--- src/verilog/pce_cart_pkg.sv ---
package pce_cart_pkg;

  // download byte counter, full ioctl address range
  localparam int cart_byte_addr_w = 24;

  // on-chip rom store, 32 KiB of bytes
  localparam int rom_addr_w = 15;

  typedef logic [rom_addr_w-1:0] rom_addr_t;
  typedef logic [7:0]            rom_byte_t;

  // size in 4 KiB pages, byte count bits 23..12
  typedef logic [11:0] rom_size_t;

  // copier header skipped on reads
  localparam rom_addr_t header_offset = 15'h200;

  // populous ranges, matched against byte count bits 23..4
  localparam logic [cart_byte_addr_w-5:0] pop_range_lo = 20'h1F2;
  localparam logic [cart_byte_addr_w-5:0] pop_range_hi = 20'h212;

  // signature words at offsets 6, 8, 10, 12
  localparam logic [15:0] pop_sig_0 = 16'h4F50;
  localparam logic [15:0] pop_sig_1 = 16'h5550;
  localparam logic [15:0] pop_sig_2 = 16'h4F4C;
  localparam logic [15:0] pop_sig_3 = 16'h5355;

  // word fifo between capture and byte writer
  localparam int fifo_depth = 4;

  // one downloaded word, addr is always even
  typedef struct packed {
    rom_addr_t   addr;
    logic [15:0] data;
  } rom_word_t;

  // cartridge status seen by the core
  typedef struct packed {
    rom_size_t size;
    logic      header;
    logic      pop;
    logic      done;
    logic      spare;
  } cart_info_t;

  typedef enum logic [1:0] {
    load_idle,
    load_busy,
    load_done
  } load_state_e;

endpackage

--- src/verilog/cart_download.sv ---
`timescale 1ns/1ps

module cart_download import pce_cart_pkg::*; (
  input  logic        clk_sys_42_95,
  input  logic        reset,
  input  logic        cart_download,
  input  logic        ioctl_wr,
  input  logic        bit_reverse,
  input  logic [15:0] ioctl_dout,
  output logic        push,
  output rom_word_t   push_word,
  output cart_info_t  info
);

  logic                        dl_q;
  logic                        wr_q;
  logic                        dl_rise;
  logic                        dl_fall;
  logic                        wr_rise;
  logic                        wr_fall;
  load_state_e                 state;
  logic [cart_byte_addr_w-1:0] byte_cnt;
  logic [cart_byte_addr_w-1:0] cnt_nx;
  logic [15:0]                 dout_rev;
  logic [15:0]                 data_q;
  logic [1:0]                  pop_flags;
  logic [1:0]                  flags_nx;
  logic [15:0]                 sig_exp;
  logic                        sig_at;

  assign dl_rise = cart_download & ~dl_q;
  assign dl_fall = ~cart_download & dl_q;
  assign wr_rise = ioctl_wr & ~wr_q;
  assign wr_fall = ~ioctl_wr & wr_q;

  // swap bit order inside each byte
  always_comb begin
    for (int i = 0; i < 8; i++) begin
      dout_rev[i]     = ioctl_dout[7-i];
      dout_rev[8 + i] = ioctl_dout[15-i];
    end
  end

  // captured word goes out with the address it was received at
  assign push_word.addr = byte_cnt[rom_addr_w-1:0];
  assign push_word.data = data_q;

  // address steps by two after the strobe drops
  always_comb begin
    cnt_nx = byte_cnt;
    if (wr_fall && state == load_busy) begin
      cnt_nx = byte_cnt + cart_byte_addr_w'(2);
    end
  end

  // signature compare on the word being pushed
  always_comb begin
    flags_nx = pop_flags;
    sig_exp  = pop_sig_0;
    sig_at   = 1'b1;
    case (byte_cnt[3:0])
      4'd6:    sig_exp = pop_sig_0;
      4'd8:    sig_exp = pop_sig_1;
      4'd10:   sig_exp = pop_sig_2;
      4'd12:   sig_exp = pop_sig_3;
      default: sig_at = 1'b0;
    endcase
    if (push && sig_at && data_q != sig_exp) begin
      // bit 0 plain image, bit 1 headered image
      if (byte_cnt[cart_byte_addr_w-1:4] == pop_range_lo) flags_nx[0] = 1'b0;
      if (byte_cnt[cart_byte_addr_w-1:4] == pop_range_hi) flags_nx[1] = 1'b0;
    end
  end

  // payload, latched at the strobe rising edge
  always_ff @(posedge clk_sys_42_95) begin
    if (wr_rise) begin
      data_q <= bit_reverse ? dout_rev : ioctl_dout;
    end
  end

  always_ff @(posedge clk_sys_42_95) begin
    if (reset) begin
      dl_q      <= 1'b0;
      wr_q      <= 1'b0;
      state     <= load_idle;
      byte_cnt  <= '0;
      pop_flags <= 2'b00;
      push      <= 1'b0;
      info      <= '0;
    end else begin
      dl_q <= cart_download;
      wr_q <= ioctl_wr;
      push <= wr_rise && (state == load_busy);
      if (dl_rise) begin
        // new image, forget everything about the old one
        state     <= load_busy;
        byte_cnt  <= '0;
        pop_flags <= 2'b11;
        info      <= '0;
      end else begin
        byte_cnt  <= cnt_nx;
        pop_flags <= flags_nx;
        if (dl_fall && state == load_busy) begin
          state       <= load_done;
          info.size   <= cnt_nx[cart_byte_addr_w-1 -: $bits(rom_size_t)];
          // 512 byte copier header leaves bit 9 set
          info.header <= cnt_nx[9];
          info.pop    <= cnt_nx[9] ? flags_nx[1] : flags_nx[0];
          info.done   <= 1'b1;
        end
      end
    end
  end

endmodule

--- config.mk ---
export PLATFORM = sky130hd
export DESIGN_NAME = cart_download
export DESIGN_NICKNAME = d
export VERILOG_FILES = /design/src/verilog/pce_cart_pkg.sv /design/src/verilog/cart_download.sv
export SDC_FILE = /design/constraint.sdc
export NUM_CORES = 1
export LEC_CHECK = 0
export BUFFER_PORTS_ARGS = -buffer_cell sky130_fd_sc_hd__buf_4
export CAP_MARGIN = 20
export CORE_MARGIN = 5
export CORE_UTILIZATION = 42
export CTS_BUF_LIST = sky130_fd_sc_hd__clkbuf_8
export DETAILED_ROUTE_END_ITERATION = 7
export GPL_ROUTABILITY_DRIVEN = 0
export PLACE_DENSITY = 0.66
export SLEW_MARGIN = 40
export SYNTH_ARGS = -nofsm -noshare
export SYNTH_HDL_FRONTEND = slang
export SYNTH_SLANG_ARGS = --single-unit
--- constraint.sdc ---
create_clock -name clk_sys_42_95 -period 3.69 [get_ports clk_sys_42_95]
set_clock_uncertainty 0.1 [all_clocks]
set_input_delay 0.1845 -clock clk_sys_42_95 [delete_from_list [all_inputs] [get_ports clk_sys_42_95]]
set_output_delay 0.1845 -clock clk_sys_42_95 [all_outputs]
set_load 0.005 [all_outputs]
After elaboration in Yosys (flattened, before gate mapping) --
Index checks and enable logic that the tools add are counted.
Word-level totals: logic and storage cells 48, flip-flop bits (word level) 61, bits of input ports 21
Operators by class: $add $sub $neg 1, mux-type cells 11, equality and inequality tests 8, bitwise logic cells 8, reduce and logical (&&, ||, !) cells 8
Operators with widths (number):
- one-hot mux 13 bit (3 select lines) | 1
- adder 24 x 2 -> 24 bit, second input constant | 1
- 2-to-1 mux 24 bit | 1
- equality test 20 x 10 -> 1 bit, second input constant | 1
- equality test 20 x 9 -> 1 bit, second input constant | 1
- 2-to-1 mux 16 bit | 1
- inequality test 16 bit | 1
- equality test 4 bit, second input constant | 3
- 2-to-1 mux 1 bit | 6
- logical AND 1 bit | 5
- AND 1 bit | 4
- equality test 4 x 3 -> 1 bit, second input constant | 1
- 2-to-1 mux 2 bit | 2
- NOT 1 bit | 4
- OR reduction 4 bit | 1
- equality test 2 x 1 -> 1 bit, second input constant | 1
- nonzero test 2 bit | 1
- OR reduction 2 bit | 1

Depth between registers and ports, before layout --
depth in word-level cells 7, depth in mapped cells 8, mapped depth without buffers 8

Least setup slack after synthesis --
OpenSTA, ideal clock, no wires.
path type reg-to-reg, start register state[1], end register info[14] in the netlist's numbering, arrival time 1.693 ns, period minus slack after synthesis 1.925 ns, setup slack 1.765 ns, required time 3.457 ns, stages on the path, launching flop included 8, path through dfxtp_1 nor4bb_1 buf_4 and4_4 nand4_4 nor4_4 xnor2_1 a21oi_1
On the way: word-level cells in the longest chain between the ends 3
RTL lines:
- start: declaration | RTL line cart_download.sv:21 | load_state_e state;
- start signal: assignment | RTL line cart_download.sv:86 | state <= load_idle;
- start signal: assignment | RTL line cart_download.sv:97 | state <= load_busy;
- start signal: assignment | RTL line cart_download.sv:105 | state <= load_done;
- equality test 2 x 1 -> 1 bit * | RTL line cart_download.sv:51, cart_download.sv:104
- logical AND 1 bit | RTL line cart_download.sv:51 | if (wr_fall && state == load_busy) begin
- 2-to-1 mux 24 bit | RTL line cart_download.sv:51
- end: declaration | RTL line cart_download.sv:12 | output cart_info_t info
Mark *: on every way between the ends. The rest lies on a longest branch, timed or not. A chain may end at the register's enable or synchronous reset.

Worst setup path after layout --
start register byte_cnt[2], end register pop_flags[0]
On the way: word-level cells in the longest chain between the ends 7
RTL lines:
- start: declaration | RTL line cart_download.sv:22 | logic [cart_byte_addr_w-1:0] byte_cnt;
- start signal: assignment | RTL line cart_download.sv:102 | byte_cnt <= cnt_nx;
- parallel branches: the longest is 4 deep, another holds inequality test 16 bit
- logical AND 1 bit * | RTL line cart_download.sv:68 | if (push && sig_at && data_q != sig_exp) begin
- 2-to-1 mux 2 bit * | RTL line cart_download.sv:68
- 2-to-1 mux 2 bit * | RTL line cart_download.sv:95 | if (dl_rise) begin
- end signal: assignment | RTL line cart_download.sv:103 | pop_flags <= flags_nx;
- end: declaration | RTL line cart_download.sv:26 | logic [1:0] pop_flags;
Mark *: on every way between the ends.

==> results.sh <==
export IMPL_crit_path_max_incr_delay_ps=540
export IMPL_p_switching_mw=0.3303
export IMPL_fp_dieH_um=92.24
export IMPL_rsz0062_at_grt="no"
export IMPL_fin_crit_sh_pct=63.33
export IMPL_worstMarginPinSlew_ps=501.7
export IMPL_yosysSeqAreaShare_pct=47.93
export IMPL_critPathRequiredTime_ps=3850
export IMPL_p_per_area_nw_per_um2=380.1
export IMPL_antenna_found_initial=0
export IMPL_crit_fanout=8
export IMPL_max_freq_mhz=427.9
export IMPL_seqPwrFrac_pct=53.3
export IMPL_antennaDiodeCount=0
export IMPL_irDropWorstVdd_uv=251.2
export IMPL_num_nets_final=367
export IMPL_synth_area_leaders="dfxtp_1 (31%), edfxtp_1 (17%), mux2_2 (6.3%)"
export IMPL_root_buffer="clkbuf_8"
export IMPL_post_cts_buffers=0
export IMPL_core_area_um2=6681
export IMPL_endpoint_kind="register"
export IMPL_hold_class="input port to register"
export IMPL_fin_tns_setup_ps=0
export IMPL_path_cells="inv_1 -> ha_1 -> nor4bb_1 -> xor2_1 -> o2111ai_1 -> nor2_1 -> nand4_1 -> a31oi_1"
export IMPL_report_final_setup_viol=0
export IMPL_yosys_area_top_type_share_pct=31.01
export IMPL_track_usage_pct=15.59
export IMPL_layout_commonest_cell="buf_4"
export IMPL_period_minus_slack_ps=2337
export IMPL_start_util_pct=42.51
export IMPL_worstSetupPathType="register to register"
export IMPL_synth_seq_cells=60
export IMPL_power_mw=1.328
export IMPL_num_io_pins=69
export IMPL_vias=2241
export IMPL_die_x_um=92.24
export IMPL_grt_ovfl_total=0
export IMPL_htreeDepth=3
export IMPL_grt_pass1_vias=2193
export IMPL_clkPwrFrac_pct=39.3
export IMPL_dieArea_um2=8507
export IMPL_wl_mm=6.372
export IMPL_cts_resized=0
export IMPL_synthesis_area_um2=2840
export IMPL_status="complete, no violations"
export IMPL_p_leak_nw=1.362
export IMPL_start_kind="register"
export IMPL_initialDrtViolationCount=77
export IMPL_vias_per_cell=5.248
export IMPL_crit_arrival_ps=2500
export IMPL_wire_per_inst_um=14.92
export IMPL_drc=0
export IMPL_slew_violations=0
export IMPL_cts_path_max_buffers=2
export IMPL_yosys_warnings=0
export IMPL_layout_common_cells="buf_4 (69), dfxtp_1 (44), nor2_1 (34)"
export IMPL_numCtsBuffers=9
export IMPL_areaGrowthSynthToFinish_pct=23.04
export IMPL_ant_nets=0
export IMPL_row_count=30
export IMPL_numClockSinks=60
export IMPL_grt_pass1_wl_mm=10.45
export IMPL_drv_cap=0
export IMPL_hold_buffers=3
export IMPL_p_int_mw=0.9980
export IMPL_syn_avg_cell_area_um2=9.931
export IMPL_yosys_area_top_type="dfxtp_1"
export IMPL_worst_setup_hold_path_clk_slew_ps=70
export IMPL_fill_cells=619
export IMPL_portBuffers=66
export IMPL_p_comb_share_pct=7.4
export IMPL_hold_violations=0
export IMPL_clk_latency_ps=340
export IMPL_grt_max_degree=30
export IMPL_drive_gt1_share_pct=32.56
export IMPL_synth_cell_types=44
export IMPL_hpwlAfterDp_mm=4.605
export IMPL_stdcell_area_um2=3495
export IMPL_drt_pass1_iterations=5
export IMPL_place_area_um2=3289
export IMPL_syn_inst=286
export IMPL_cts_tree="built"
export IMPL_slowest_stage="dfxtp_1"
export IMPL_swShare_pct=24.87
export IMPL_slew_headroom_pct=66.52
-- flip-flops by register name, summed over array words and instances (netlist names) --
| signal | flops |
|---|---|
| byte_cnt | 23 |
| data_q | 16 |
| dl_q | 1 |
| info | 14 |
| pop_flags | 2 |
| push | 1 |
| state | 2 |
| wr_q | 1 |
-- worst paths after layout --
check | startpoint | to | slack, ps | cells past startpoint
min | ioctl_dout[6] | data_q[6]$_DFFE_PP_ | 60 | 2
min reg2reg | state[0]$_SDFFE_PP0P_ | push$_SDFF_PP0_ | 410 | 2
max reg2reg | byte_cnt[2]$_SDFFE_PP0P_ | pop_flags[0]$_SDFF_PP0_ | 1350 | 8
max | byte_cnt[2]$_SDFFE_PP0P_ | pop_flags[0]$_SDFF_PP0_ | 1350 | 8
-- layer usage --
| layer | vias up | routed length (um) | GRT usage (%) |
|---|---|---|---|
| met4 | 0 | 80 | 5.817 |
| met5 | - | 0 | 0 |
| met1 | 1048 | 2813 | 19.57 |
| met2 | 73 | 3005 | 23.97 |
| met3 | 8 | 473 | 6.399 |
| li1 | 1112 | - | - |
-- synth_stat cells (all sizes together) --
cell type	count
dfxtp	44
nand4	9
nand3	6
xor2	8
or4b	1
a32oi	2
and2	1
nand2b	2
nor4b	1
and4	1
edfxtp	16
and3	2
o31ai	1
or2	2
o21bai	2
a31oi	3
xnor2	15
nand2	9
nand3b	1
a21oi	19
nor3b	1
nor2b	7
o21ai	20
and4b	1
o22ai	1
nor4bb	2
clkbuf	10
mux2	16
or3b	1
mux2i	1
nor4	8
or3	2
o2111ai	1
nor2	35
buf	18
nor3	6
conb	1
inv	6
ha	4
-- kinds of logic (layout without fill, tap and decap cells) --
group / after synthesis / count (layout) / share of synthesized area, %
DFF: 60 / 60 / 47.93
AOI/OAI and AO/OA: 49 / 49 / 9.472
adders and majority gates: 4 / 4 / 1.762
other: 1 / 2 / 0.1320
xor gates and xnor gates: 23 / 23 / 7.093
and+or+nand+nor: 98 / 98 / 20.04
muxes: 17 / 17 / 6.696
buffers and inverters: 34 / 94 / 6.872
-- cell type report --
class	instances	area, um2	area share, %
multi-input combinational	193	1290	36.91
clock buffer	9	123.9	3.545
clock inverter	7	48.80	1.396
sequential	60	1361	38.95
inverter	6	22.52	0.6445
timing repair buffer	72	548.0	15.68
tap	80	100.1	2.864
-- worst max-delay path, delay by kind of cell (launching register included) --
kind	cells	cell delay (ps)
buffers and inverters	1	150
DFF	1	540
AOI/OAI and AO/OA	2	310
and+or+nand+nor	3	680
adders and majority gates	1	280
xor gates and xnor gates	1	220
-- power groups by stage --
stage / combinational (mW) / clock [mW] / sequential, mW
detailed placement: 0.0961 / 0 / 0.723
CTS: 0.0993 / 0.537 / 0.709
global route: 0.109 / 0.573 / 0.711
finish: 0.0983 / 0.522 / 0.708
floorplan: 0.0479 / 0 / 0.722
global placement: 0.0951 / 0 / 0.723
-- metrics by stage --
step	utilization [%]	hold slack, ps	worst slack (ps)	instances
after global routing	52.30	44.58	1191	427
final	52.30	55.46	1353	427
after detailed placement	49.23	314.4	1403	408
after floorplan	-	156.1	1765	287
after CTS	52.27	47.90	1341	427
after global placement	49.23	309.1	1441	408
(Power assumes the default switching activity.)
