### src/verilog/pce_cart_pkg.sv
package pce_cart_pkg;

  // download byte counter, full ioctl address range
  localparam int cart_byte_addr_w = 24;

  // on-chip rom store, 32 KiB of bytes
  localparam int rom_addr_w = 15;

  typedef logic [rom_addr_w-1:0] rom_addr_t;
  typedef logic [7:0]            rom_byte_t;

  // size in 4 KiB pages, byte count bits 23..12
  typedef logic [11:0] rom_size_t;

  // copier header skipped on reads
  localparam rom_addr_t header_offset = 15'h200;

  // populous ranges, matched against byte count bits 23..4
  localparam logic [cart_byte_addr_w-5:0] pop_range_lo = 20'h1F2;
  localparam logic [cart_byte_addr_w-5:0] pop_range_hi = 20'h212;

  // signature words at offsets 6, 8, 10, 12
  localparam logic [15:0] pop_sig_0 = 16'h4F50;
  localparam logic [15:0] pop_sig_1 = 16'h5550;
  localparam logic [15:0] pop_sig_2 = 16'h4F4C;
  localparam logic [15:0] pop_sig_3 = 16'h5355;

  // word fifo between capture and byte writer
  localparam int fifo_depth = 4;

  // one downloaded word, addr is always even
  typedef struct packed {
    rom_addr_t   addr;
    logic [15:0] data;
  } rom_word_t;

  // cartridge status seen by the core
  typedef struct packed {
    rom_size_t size;
    logic      header;
    logic      pop;
    logic      done;
    logic      spare;
  } cart_info_t;

  typedef enum logic [1:0] {
    load_idle,
    load_busy,
    load_done
  } load_state_e;

endpackage

### src/verilog/cart_word_fifo.sv
`timescale 1ns/1ps

module cart_word_fifo import pce_cart_pkg::*; (
  input  logic      clk_sys_42_95,
  input  logic      reset,
  input  logic      push,
  input  logic      pop,
  input  rom_word_t push_word,
  output rom_word_t head,
  output logic      empty
);

  rom_word_t                       mem [fifo_depth];
  logic [$clog2(fifo_depth)-1:0]   wr_ptr;
  logic [$clog2(fifo_depth)-1:0]   rd_ptr;
  logic [$clog2(fifo_depth):0]     count;
  logic                            full;
  logic                            do_push;
  logic                            do_pop;

  assign empty = (count == '0);
  assign full  = (count == ($clog2(fifo_depth) + 1)'(fifo_depth));

  // a push into a full fifo is dropped
  assign do_push = push & ~full;
  assign do_pop  = pop & ~empty;

  // oldest entry is valid while not empty
  assign head = mem[rd_ptr];

  always_ff @(posedge clk_sys_42_95) begin
    if (reset) begin
      for (int i = 0; i < fifo_depth; i++) begin
        mem[i] <= '0;
      end
    end else if (do_push) begin
      mem[wr_ptr] <= push_word;
    end
  end

  // pointers wrap on the power-of-two depth
  always_ff @(posedge clk_sys_42_95) begin
    if (reset) begin
      wr_ptr <= '0;
      rd_ptr <= '0;
      count  <= '0;
    end else begin
      if (do_push) begin
        wr_ptr <= wr_ptr + 1'b1;
      end
      if (do_pop) begin
        rd_ptr <= rd_ptr + 1'b1;
      end
      // push and pop together leave the occupancy unchanged
      case ({do_push, do_pop})
        2'b10:   count <= count + 1'b1;
        2'b01:   count <= count - 1'b1;
        default: count <= count;
      endcase
    end
  end

endmodule

### config.mk
export PLATFORM = sky130hd
export DESIGN_NAME = cart_word_fifo
export DESIGN_NICKNAME = d
export VERILOG_FILES = /design/src/verilog/pce_cart_pkg.sv /design/src/verilog/cart_word_fifo.sv
export SDC_FILE = /design/constraint.sdc
export NUM_CORES = 1
export LEC_CHECK = 0
export BUFFER_PORTS_ARGS = -buffer_cell sky130_fd_sc_hd__buf_4
export CAP_MARGIN = 25
export CORE_UTILIZATION = 61
export CTS_BUF_LIST = sky130_fd_sc_hd__clkbuf_4 sky130_fd_sc_hd__clkbuf_8
export DETAILED_ROUTE_END_ITERATION = 8
export PLACE_DENSITY = 0.87
export SYNTH_ARGS = -nofsm -noshare
export SYNTH_HDL_FRONTEND = slang
export SYNTH_SLANG_ARGS = --single-unit
### constraint.sdc
create_clock -name clk_sys_42_95 -period 5.3 [get_ports clk_sys_42_95]
set_input_delay 1.325 -clock clk_sys_42_95 [delete_from_list [all_inputs] [get_ports clk_sys_42_95]]
set_output_delay 1.325 -clock clk_sys_42_95 [all_outputs]
set_load 0.02 [all_outputs]
# Word level (Yosys, flattened, before mapping)
# Memories as Yosys holds them, arrays and structs flattened. A register that Yosys moved wholly into a read port is not among the register bits.
# Index checks and enable logic that the tools add are counted.
totals:
  regBits: 7
  mem_bits_rw: 124
  output_inout_bits: 32
  elab_cells: 29
  memories: 1
op_classes:
  add_sub_neg: 4
  eq_ne: 3
  muxes: 11
  bitwise_logic: 4
  n_reduce_logical: 3
mem_list:
  columns: ["name", "depth", "width", "rd", "rd_clocked_by_memory_dff", "wr", "line", "rtl"]
  rows:
  - ["mem", 4, 31, 1, 1, 4, "cart_word_fifo.sv:13", "rom_word_t mem [fifo_depth];"]
ops:
  columns: ["operator", "count"]
  rows:
  - ["31-bit two-way mux", 1]
  - ["31-bit OR reduction", 1]
  - ["1-bit two-way mux", 6]
  - ["2-bit two-way mux", 3]
  - ["3-bit one-hot mux with 2 select lines", 1]
  - ["2-bit by 1-bit adder with 2-bit output, second input constant", 2]
  - ["3-bit by 1-bit adder with 3-bit output, second input constant", 1]
  - ["3-bit == test, second input constant", 1]
  - ["3-bit zero test", 1]
  - ["3-bit by 1-bit subtractor with 3-bit output, second input constant", 1]
  - ["1-bit AND", 2]
  - ["2-bit by 1-bit == test with 1-bit output, second input constant", 1]
  - ["2-bit == test, second input constant", 1]
  - ["1-bit inverter", 2]
  - ["2-bit nonzero test", 1]

# Depth between registers and ports, before layout
# Gate-level depths: netlist (run 1).
depth:
  word_depth: 8
  depth_mapped: 8
  mapped_depth_nobuf: 8

# Worst setup path after synthesis (run 1)
# Ideal clock, no wire load.
synth_path:
  path_type: "input to register"
  start: "input port push"
  end: "memory mem[2][0] in the netlist's numbering (enable)"
  setup_time_ns: 0.462
  arrival_time_ns: 3.827
  required_ns: 4.838
  setup_slack_ns: 1.011
  stages: 2
  path_buffers: 0
  path_cell_list: "or2b_4 o21ai_0"
synth_lines:
  columns: ["element", "line", "rtl"]
  rows:
  - ["start: declaration", "cart_word_fifo.sv:6", "input logic push,"]
  - ["end: declaration", "cart_word_fifo.sv:13", null]

==> results.yml, run 1 <==
run_status:
  status: "completed"
cts:
  clk_pin_slew_worst_paths_ns: 0.07
  h-tree-depth: 4
  post_cts_buffers: 0
  cts_buffers: 17
  max-clock-path-buffers: 2
  cts_tree: "yes"
  clk_latency_ns: 0.42
  root_buffer: "clkbuf_8"
  cts_hold_buf: 0
  clkSinkCount: 133
  cts_resized: 0
sta:
  hold_viol: 0
  fin_crit_sh_pct: 70.0
  fin_setup_tns_ns: 0
  rsz0062_at_grt: "no"
  worst_clock_skew_ns: 0.0113
  tightest_slew_ns: 0.939
  min_period_ns: 3.71
  slew_viol_final: 0
  fmax_mhz: 269
  slew_headroom_pct: 37.4
  finalSetupViolations: 0
drt:
  drtPass1Iterations: 5
  ant_nets: 0
  viasPerCell: 5.48
  drtIter0Drc: 137
  vias: 3106
  wl_per_cell_um: 19.1
  post-route-drc-count: 0
  routed_wl_um: 10800
worst_setup_path:
  ff2ff_path_depth: 8
  path_max_fanout: 25
  r2r-start: "count[2]$_SDFFE_PP0P_"
  cp.arrival_ns: 2.39
  critPathKind: "flop to output port"
  endpoint_kind: "output port"
  worstPathRequired_ns: 3.97
  start_kind: "flop"
finish:
  register_area_um2: 3910
  areaGrowthSynthToFinish_pct: 17.5
  multi_input_area_um2: 1890
  layout.cells.non_filler: 567
  nets: 462
  fillers: 550
  drive_gt1_share_pct: 40.2
  n_antenna_cell: 0
  fin_util_pct: 75.0
floorplan:
  rows: 35
  start_util_pct: 63.8
  die-area_um2: 10200
  die_height_um: 101
  fp.dieW_um: 101
  core_um2: 9330
  io_pins: 67
grt:
  grt_pass1_vias: 3269
  grt_usage_pct: 23.5
  antenna_found_initial: 0
  grt_max_degree: 33
  overflow: 0
  grt_pass1_wl_um: 17000
min_path:
  whs_path_depth: 2
  min_from: "rd_ptr[1]$_SDFFE_PP0P_"
  hp-class: "flop to flop"
placed_design:
  port_buffers: 66
  place_inst: 535
  dp_hpwl_um: 6390
  gp_congestion: 0.764
logic_synthesis:
  synth_nets: 388
  yosysWarnings: 0
  yosys.area.top_type_share_pct: 62.5
  ys_ff_latch: 133
  synth.distinct_cells: 32
  syn_area_um2: 5960
  synth_area_per_cell_um2: 17.0
  synth_top_cell_by_area: "edfxtp_1"
  synthCells: 351
  synth_area_leaders: "edfxtp_1 (63%), mux4_2 (12%), and2_1 (10%), and2_4 (4.0%), dfxtp_1 (3.0%)"
  synth-seq-area-share_pct: 65.5
pwr:
  peakVddDrop_mv: 0.284
  power_density_nw_per_um2: 432
  p_leak_nw: 2.67
flow_run:
  drv_cap: 0
## cells in the mapped netlist, drive strengths merged
master / number
mux4: 31
nor3b: 1
mux2: 1
nor3: 2
nand2b: 1
nand2: 3
or3: 2
dfxtp: 9
or2: 1
a21o: 1
clkbuf: 4
nor2b: 1
edfxtp: 124
and2: 124
a21oi: 3
buf: 15
o21bai: 1
or2b: 1
nor2: 7
o21ai: 3
nor4b: 1
xor2: 3
o31ai: 2
ha: 1
inv: 6
nor4: 2
fa: 1
## stage by stage
| stage | worst slack, ns | hold WS [ns] | area (um^2) | total power [mW] |
|---|---|---|---|---|
| after floorplan | 1.01 | 0.459 | 5960 | 1.89 |
| after global placement | 1.98 | 0.465 | 6520 | 2.14 |
| after detailed placement | 1.93 | 0.505 | 6580 | 2.17 |
| after CTS | 1.49 | 0.524 | 7000 | 3.05 |
| after global routing | 1.41 | 0.529 | 7000 | 3.14 |
| final | 1.59 | 0.520 | 7000 | 3.03 |
## kinds of logic (layout without fill, tap and decap cells)
logic type	after synthesis	after routing	synth area share, %
AND/OR/NAND/NOR	146	146	17.3
adder cells (fa/ha/maj)	2	2	0.546
XOR/XNOR	3	3	0.441
AO/OA/AOI/OAI	10	10	1.01
buffers and inverters	25	112	3.15
flip-flops	133	133	65.5
multiplexers	32	32	12.0
## power breakdown
group | internal [mW] | switching [mW]
clock network | 0.528 | 0.363
logic | 0.386 | 0.359
registers | 1.28 | 0.112
## state kept, by name, summed over array words and instances, names as in the netlist, named ones only
name,count
wr_ptr,2
mem,124
rd_ptr,2
count,3
## critical path, stage by stage, from the launching register on
cell and delay (ns):
dfxtp_2 0.94, buf_4 0.33, mux4_2 0.51, buf_4 0.17
## path summary, 6_finish.rpt
| kind | endpoint | slack (ns) |
|---|---|---|
| min | flop | 0.52 |
| min reg2reg | flop | 0.52 |
| max | head[1] | 1.59 |
| max reg2reg | count[2]$_SDFFE_PP0P_ | 2.66 |
## routing by layer
| layer | part of all wire, % | GRT usage [%] |
|---|---|---|
| met1 | 42 | 31.3 |
| met2 | 52 | 38.8 |
| met3 | 5.3 | 4.79 |
| met4 | 0.58 | 9.14 |
| met5 | 0 | 0 |
## layout make-up
cell class	count	area share, %
Sequential cell	133	55.8
Clock inverter	11	2.25
Clock buffer	21	3.77
Multi-Input combinational cell	193	27.0
Timing Repair Buffer	74	8.51
Tap cell	129	2.31
Inverter	6	0.322
## layout by cell type, fill, tap and decap left out, drive strengths merged
master	n
nor2b	1
buf	74
nor4	2
edfxtp	124
mux4	31
o31ai	2
a21o	1
inv	6
bufinv	4
nor4b	1
fa	1
a21oi	3
o21bai	1
nor2	7
xor2	3
or3	2
or2b	1
mux2	1
nor3	2
o21ai	3
dfxtp	9
clkinvlp	2
and2	124
clkbuf	21
or2	1
nor3b	1
nand2	3
ha	1
nand2b	1
clkinv	5
No activity file was read; power rests on OpenSTA's default activity.
==> inputs of run 2 (changes only) <==
- clock period: 5.3 -> 3.6 ns (I/O delays scaled with it)
==> run 2 against run 1 <==
Net effect:
- highest routed layer unchanged
- clock-buffer cell count decreased by 3
- largest cell class unchanged
- hold slack got worse by 0.040 ns
- critical path depth is the same
- worst setup slack got worse by 0.93 ns
- critical endpoint is now head[11]
==> results.yml, run 2 (same netlist as run 1, synthesis figures left out) <==
grt:
  grt_pass1_vias: 3262
  overflow: 0
  grt_max_degree: 32
  antenna_found_initial: 0
  grt_usage_pct: 22.8
  grt_pass1_wl_um: 16500
worst_setup_path:
  start_kind: "flop"
  cp.arrival_ns: 2.04
  ff2ff_path_depth: 8
  path_max_fanout: 21
  critPathKind: "flop to output port"
  worstPathRequired_ns: 2.70
  endpoint_kind: "output port"
sta:
  finalSetupViolations: 0
  hold_viol: 0
  rsz0062_at_grt: "no"
  slew_viol_final: 0
  tightest_slew_ns: 0.805
  slew_headroom_pct: 46.3
  fmax_mhz: 340
  min_period_ns: 2.94
  fin_setup_tns_ns: 0
  fin_crit_sh_pct: 81.8
  worst_clock_skew_ns: 0.0124
  holdWs_ns: 0.481
finish:
  largest_reg_flops: 124
  n_antenna_cell: 0
  fillers: 552
  areaGrowthSynthToFinish_pct: 16.9
  drive_gt1_share_pct: 40.8
  final_common_cell: "edfxtp_1"
  final_cell_mix: "edfxtp_1 (124), and2_1 (96), buf_4 (71)"
  nets: 463
  regMostFlops: "mem"
  reg_top3: "mem (124), count (3)"
drt:
  drtIter0Drc: 152
  ant_nets: 0
  viasPerCell: 5.38
  vias: 3058
  drtPass1Iterations: 4
  routed_wl_um: 10500
  wl_per_cell_um: 18.5
  post-route-drc-count: 0
cts:
  cts_resized: 0
  cts_buffers: 17
  cts_hold_buf: 0
  post_cts_buffers: 0
  root_buffer: "clkbuf_8"
  cts_tree: "yes"
  max-clock-path-buffers: 2
  clk_latency_ns: 0.42
  clkSinkCount: 133
  clk_pin_slew_worst_paths_ns: 0.07
  h-tree-depth: 4
pwr:
  peakVddDrop_mv: 0.321
  totalPowerFinal_mw: 4.29
  power_density_nw_per_um2: 616
  p_leak_nw: 2.63
placed_design:
  dp_hpwl_um: 6580
  gp_congestion: 0.769
  port_buffers: 66
run_status:
  status: "completed"
floorplan:
  die_height_um: 101
  die-area_um2: 10200
  rows: 35
  core_um2: 9330
  start_util_pct: 63.8
  fp.dieW_um: 101
  io_pins: 67
min_path:
  hp-class: "flop to flop"
  whs_path_depth: 2
flow_run:
  drv_cap: 0
==> run 2: changes by cell type in the layout (fill, tap and decap cells not counted), sizes merged <==
cell	delta
buf	+1
bufinv	-3
clkbuf	-3
clkinv	+1
clkinvlp	+4
inv	+1
==> run 2: final cells by class <==
cell class,instances,area (um^2),share of cell area [%]
multi-input combinational,193,1890,27.1
sequential,133,3910,56.1
clock buffer,18,241,3.47
timing repair buffer,75,608,8.73
inverter,6,22.5,0.324
clock inverter,14,133,1.91
tap,129,161,2.32
==> run 2: metal layers <==
layer | part of all wire, % | track usage [%] | wire [um] | vias up
met5 | 0 | 0 | 0 | -
met1 | 41 | 28.5 | 4260 | 1524
met4 | 0.91 | 7.80 | 95 | 0
li1 | - | - | - | 1441
met2 | 54 | 39.4 | 5610 | 86
met3 | 4.9 | 5.55 | 518 | 7
==> run 2: worst paths after layout <==
check / startpoint / endpoint / slack [ns]
max: flop / head[11] / 0.66
min: rd_ptr[1]$_SDFFE_PP0P_ / flop / 0.48
max reg2reg: count[2]$_SDFFE_PP0P_ / count[2]$_SDFFE_PP0P_ / 0.94
min reg2reg: rd_ptr[1]$_SDFFE_PP0P_ / flop / 0.48
==> run 2: critical path, cell delays in order (launching register included) <==
cell and delay [ns]:
dfxtp_2 0.61, buf_12 0.27, mux4_2 0.55, buf_4 0.18
==> run 2: per-stage QoR <==
stage	worst slack (ns)	util, %	area, um^2	std cells
after global routing	0.535	74.6	6960	568
after floorplan	0.577	-	5960	351
after detailed placement	0.961	70.6	6590	536
after CTS	0.603	74.6	6960	568
final	0.657	74.6	6960	568
after global placement	1.01	70.5	6570	535
==> run 2: power breakdown <==
part / internal [mW] / leakage [nW] / switching [mW] / total, mW
Combinational: 0.582 / 1.09 / 0.574 / 1.16
Clock: 0.557 / 0.171 / 0.577 / 1.13
Sequential: 1.88 / 1.37 / 0.120 / 2.00
==> inputs of run 3 (changes only) <==
- CORE_UTILIZATION: 61 -> 55
- PLACE_DENSITY: 0.87 -> 0.83
- clock period: 3.6 -> 2.5 ns (I/O delays scaled with it)
==> run 3 against run 2 <==
Net effect:
- sequential cell count unchanged
- critical endpoint is now head[25]
- clock-buffer cell count grew 2
- via count increased by 3.7%
- sequential share of layout area decreased by 1.6 points
- total power up 57%
- non-clock buffer count increased by 8
- global-route usage decreased by 0.96 points
==> results.yml, run 3 (same netlist as run 1, synthesis figures left out) <==
worst_setup_path:
  reg2reg_slack_ns: 0.32
  timing.rr.end: "count[2]$_SDFFE_PP0P_"
  critPathKind: "flop to output port"
  r2r-start: "count[2]$_SDFFE_PP0P_"
  cp.arrival_ns: 1.75
  path_max_fanout: 12
  ff2ff_path_depth: 8
  worstPathRequired_ns: 1.88
  crit_path_end: "head[25]"
  start_kind: "flop"
  endpoint_kind: "output port"
drt:
  wl_per_cell_um: 18.9
  drtPass1Iterations: 4
  drtIter0Drc: 202
  viasPerCell: 5.44
  ant_nets: 0
  post-route-drc-count: 0
  routed_wl_um: 11000
  vias: 3172
sta:
  holdWs_ns: 0.491
  tightest_slew_ns: 0.686
  rsz0062_at_grt: "no"
  worst_clock_skew_ns: 0.00954
  fmax_mhz: 420
  finalSetupViolations: 0
  min_period_ns: 2.38
  setup_slack_ns: 0.121
  slew_headroom_pct: 54.1
  fin_setup_tns_ns: 0
  fin_crit_sh_pct: 95.1
  hold_viol: 0
  slew_viol_final: 0
floorplan:
  io_pins: 67
  die-area_um2: 11200
  start_util_pct: 57.2
  fp.dieW_um: 106
  die_height_um: 106
  core_um2: 10400
  rows: 37
grt:
  grt_max_degree: 32
  antenna_found_initial: 0
  overflow: 0
  grt_pass1_vias: 3436
  grt_pass1_wl_um: 17600
  grt_usage_pct: 21.9
placed_design:
  gp_congestion: 0.718
  pre_cts_slack_ns: 0.140
  port_buffers: 66
  dp_hpwl_um: 6930
finish:
  reg_top3: "mem (124), count (3)"
  multi_input_area_um2: 1890
  nets: 471
  final_cell_mix: "edfxtp_1 (124), and2_1 (96), buf_4 (76)"
  fin_util_pct: 68.8
  fillers: 670
  final_common_cell: "edfxtp_1"
  n_antenna_cell: 0
  largest_reg_flops: 124
  areaGrowthSynthToFinish_pct: 20.3
  regMostFlops: "mem"
  register_area_um2: 3910
  drive_gt1_share_pct: 41.8
cts:
  cts_hold_buf: 0
  h-tree-depth: 4
  clkSinkCount: 133
  cts_tree: "yes"
  max-clock-path-buffers: 2
  clk_pin_slew_worst_paths_ns: 0.07
  root_buffer: "clkbuf_8"
  clk_latency_ns: 0.43
  post_cts_buffers: 0
  cts_resized: 0
  cts_buffers: 17
min_path:
  hp-class: "flop to flop"
pwr:
  power_density_nw_per_um2: 941
  p_leak_nw: 2.75
  totalPowerFinal_mw: 6.74
  peakVddDrop_mv: 0.572
run_status:
  status: "completed"
flow_run:
  drv_cap: 0
-- run 3: layout make-up --
cell class,instances,share of cell area [%]
Inverter,6,0.314
Clock buffer,20,3.58
Multi-Input combinational cell,193,26.4
Clock inverter,12,3.14
Timing Repair Buffer,83,9.72
Tap cell,136,2.37
Sequential cell,133,54.5
-- run 3: metrics by stage --
stage,cells,instance area [um^2]
after CTS,583,7160
final,583,7170
after floorplan,351,5970
after global routing,583,7170
after global placement,550,6670
after detailed placement,551,6680
-- run 3: power by group --
part           leakage (nW)  switching (mW)  total [mW]  internal [mW]
combinational          1.14           0.907        1.79          0.880
sequential             1.37           0.110        2.82           2.71
clock                 0.246           0.810        2.14           1.33
total                  2.75            1.83        6.74           4.91
-- run 3: worst max-delay path: stages (launching register included) --
cell and delay [ns]:
dfxtp_2 0.37, buf_6 0.23, mux4_2 0.56, buf_4 0.18
-- run 3: worst min-delay path by stage --
stage | depth (start not counted) | slack, ns | from | to
2_1_floorplan | 2 | 0.46 | rd_ptr[1]$_SDFFE_PP0P_ | flop
3_3_place_gp | 2 | 0.46 | rd_ptr[1]$_SDFFE_PP0P_ | flop
3_5_place_dp | 2 | 0.48 | rd_ptr[1]$_SDFFE_PP0P_ | flop
4_1_cts | 2 | 0.48 | push_word[19] | mem[1][19]$_SDFFCE_PN0P_
5_1_grt | 2 | 0.47 | push_word[26] | mem[1][26]$_SDFFCE_PN0P_
6_report | 2 | 0.49 | rd_ptr[1]$_SDFFE_PP0P_ | flop
-- run 3: per-layer routing --
layer | track usage (%) | share of wire, % | wire length, um | vias to the layer above
met5 | 0 | 0 | 0 | -
met4 | 9.72 | 1.7 | 183 | 0
met3 | 5.70 | 6.2 | 679 | 16
met2 | 37.1 | 53 | 5850 | 106
met1 | 26.5 | 39 | 4320 | 1589
li1 | - | - | - | 1461
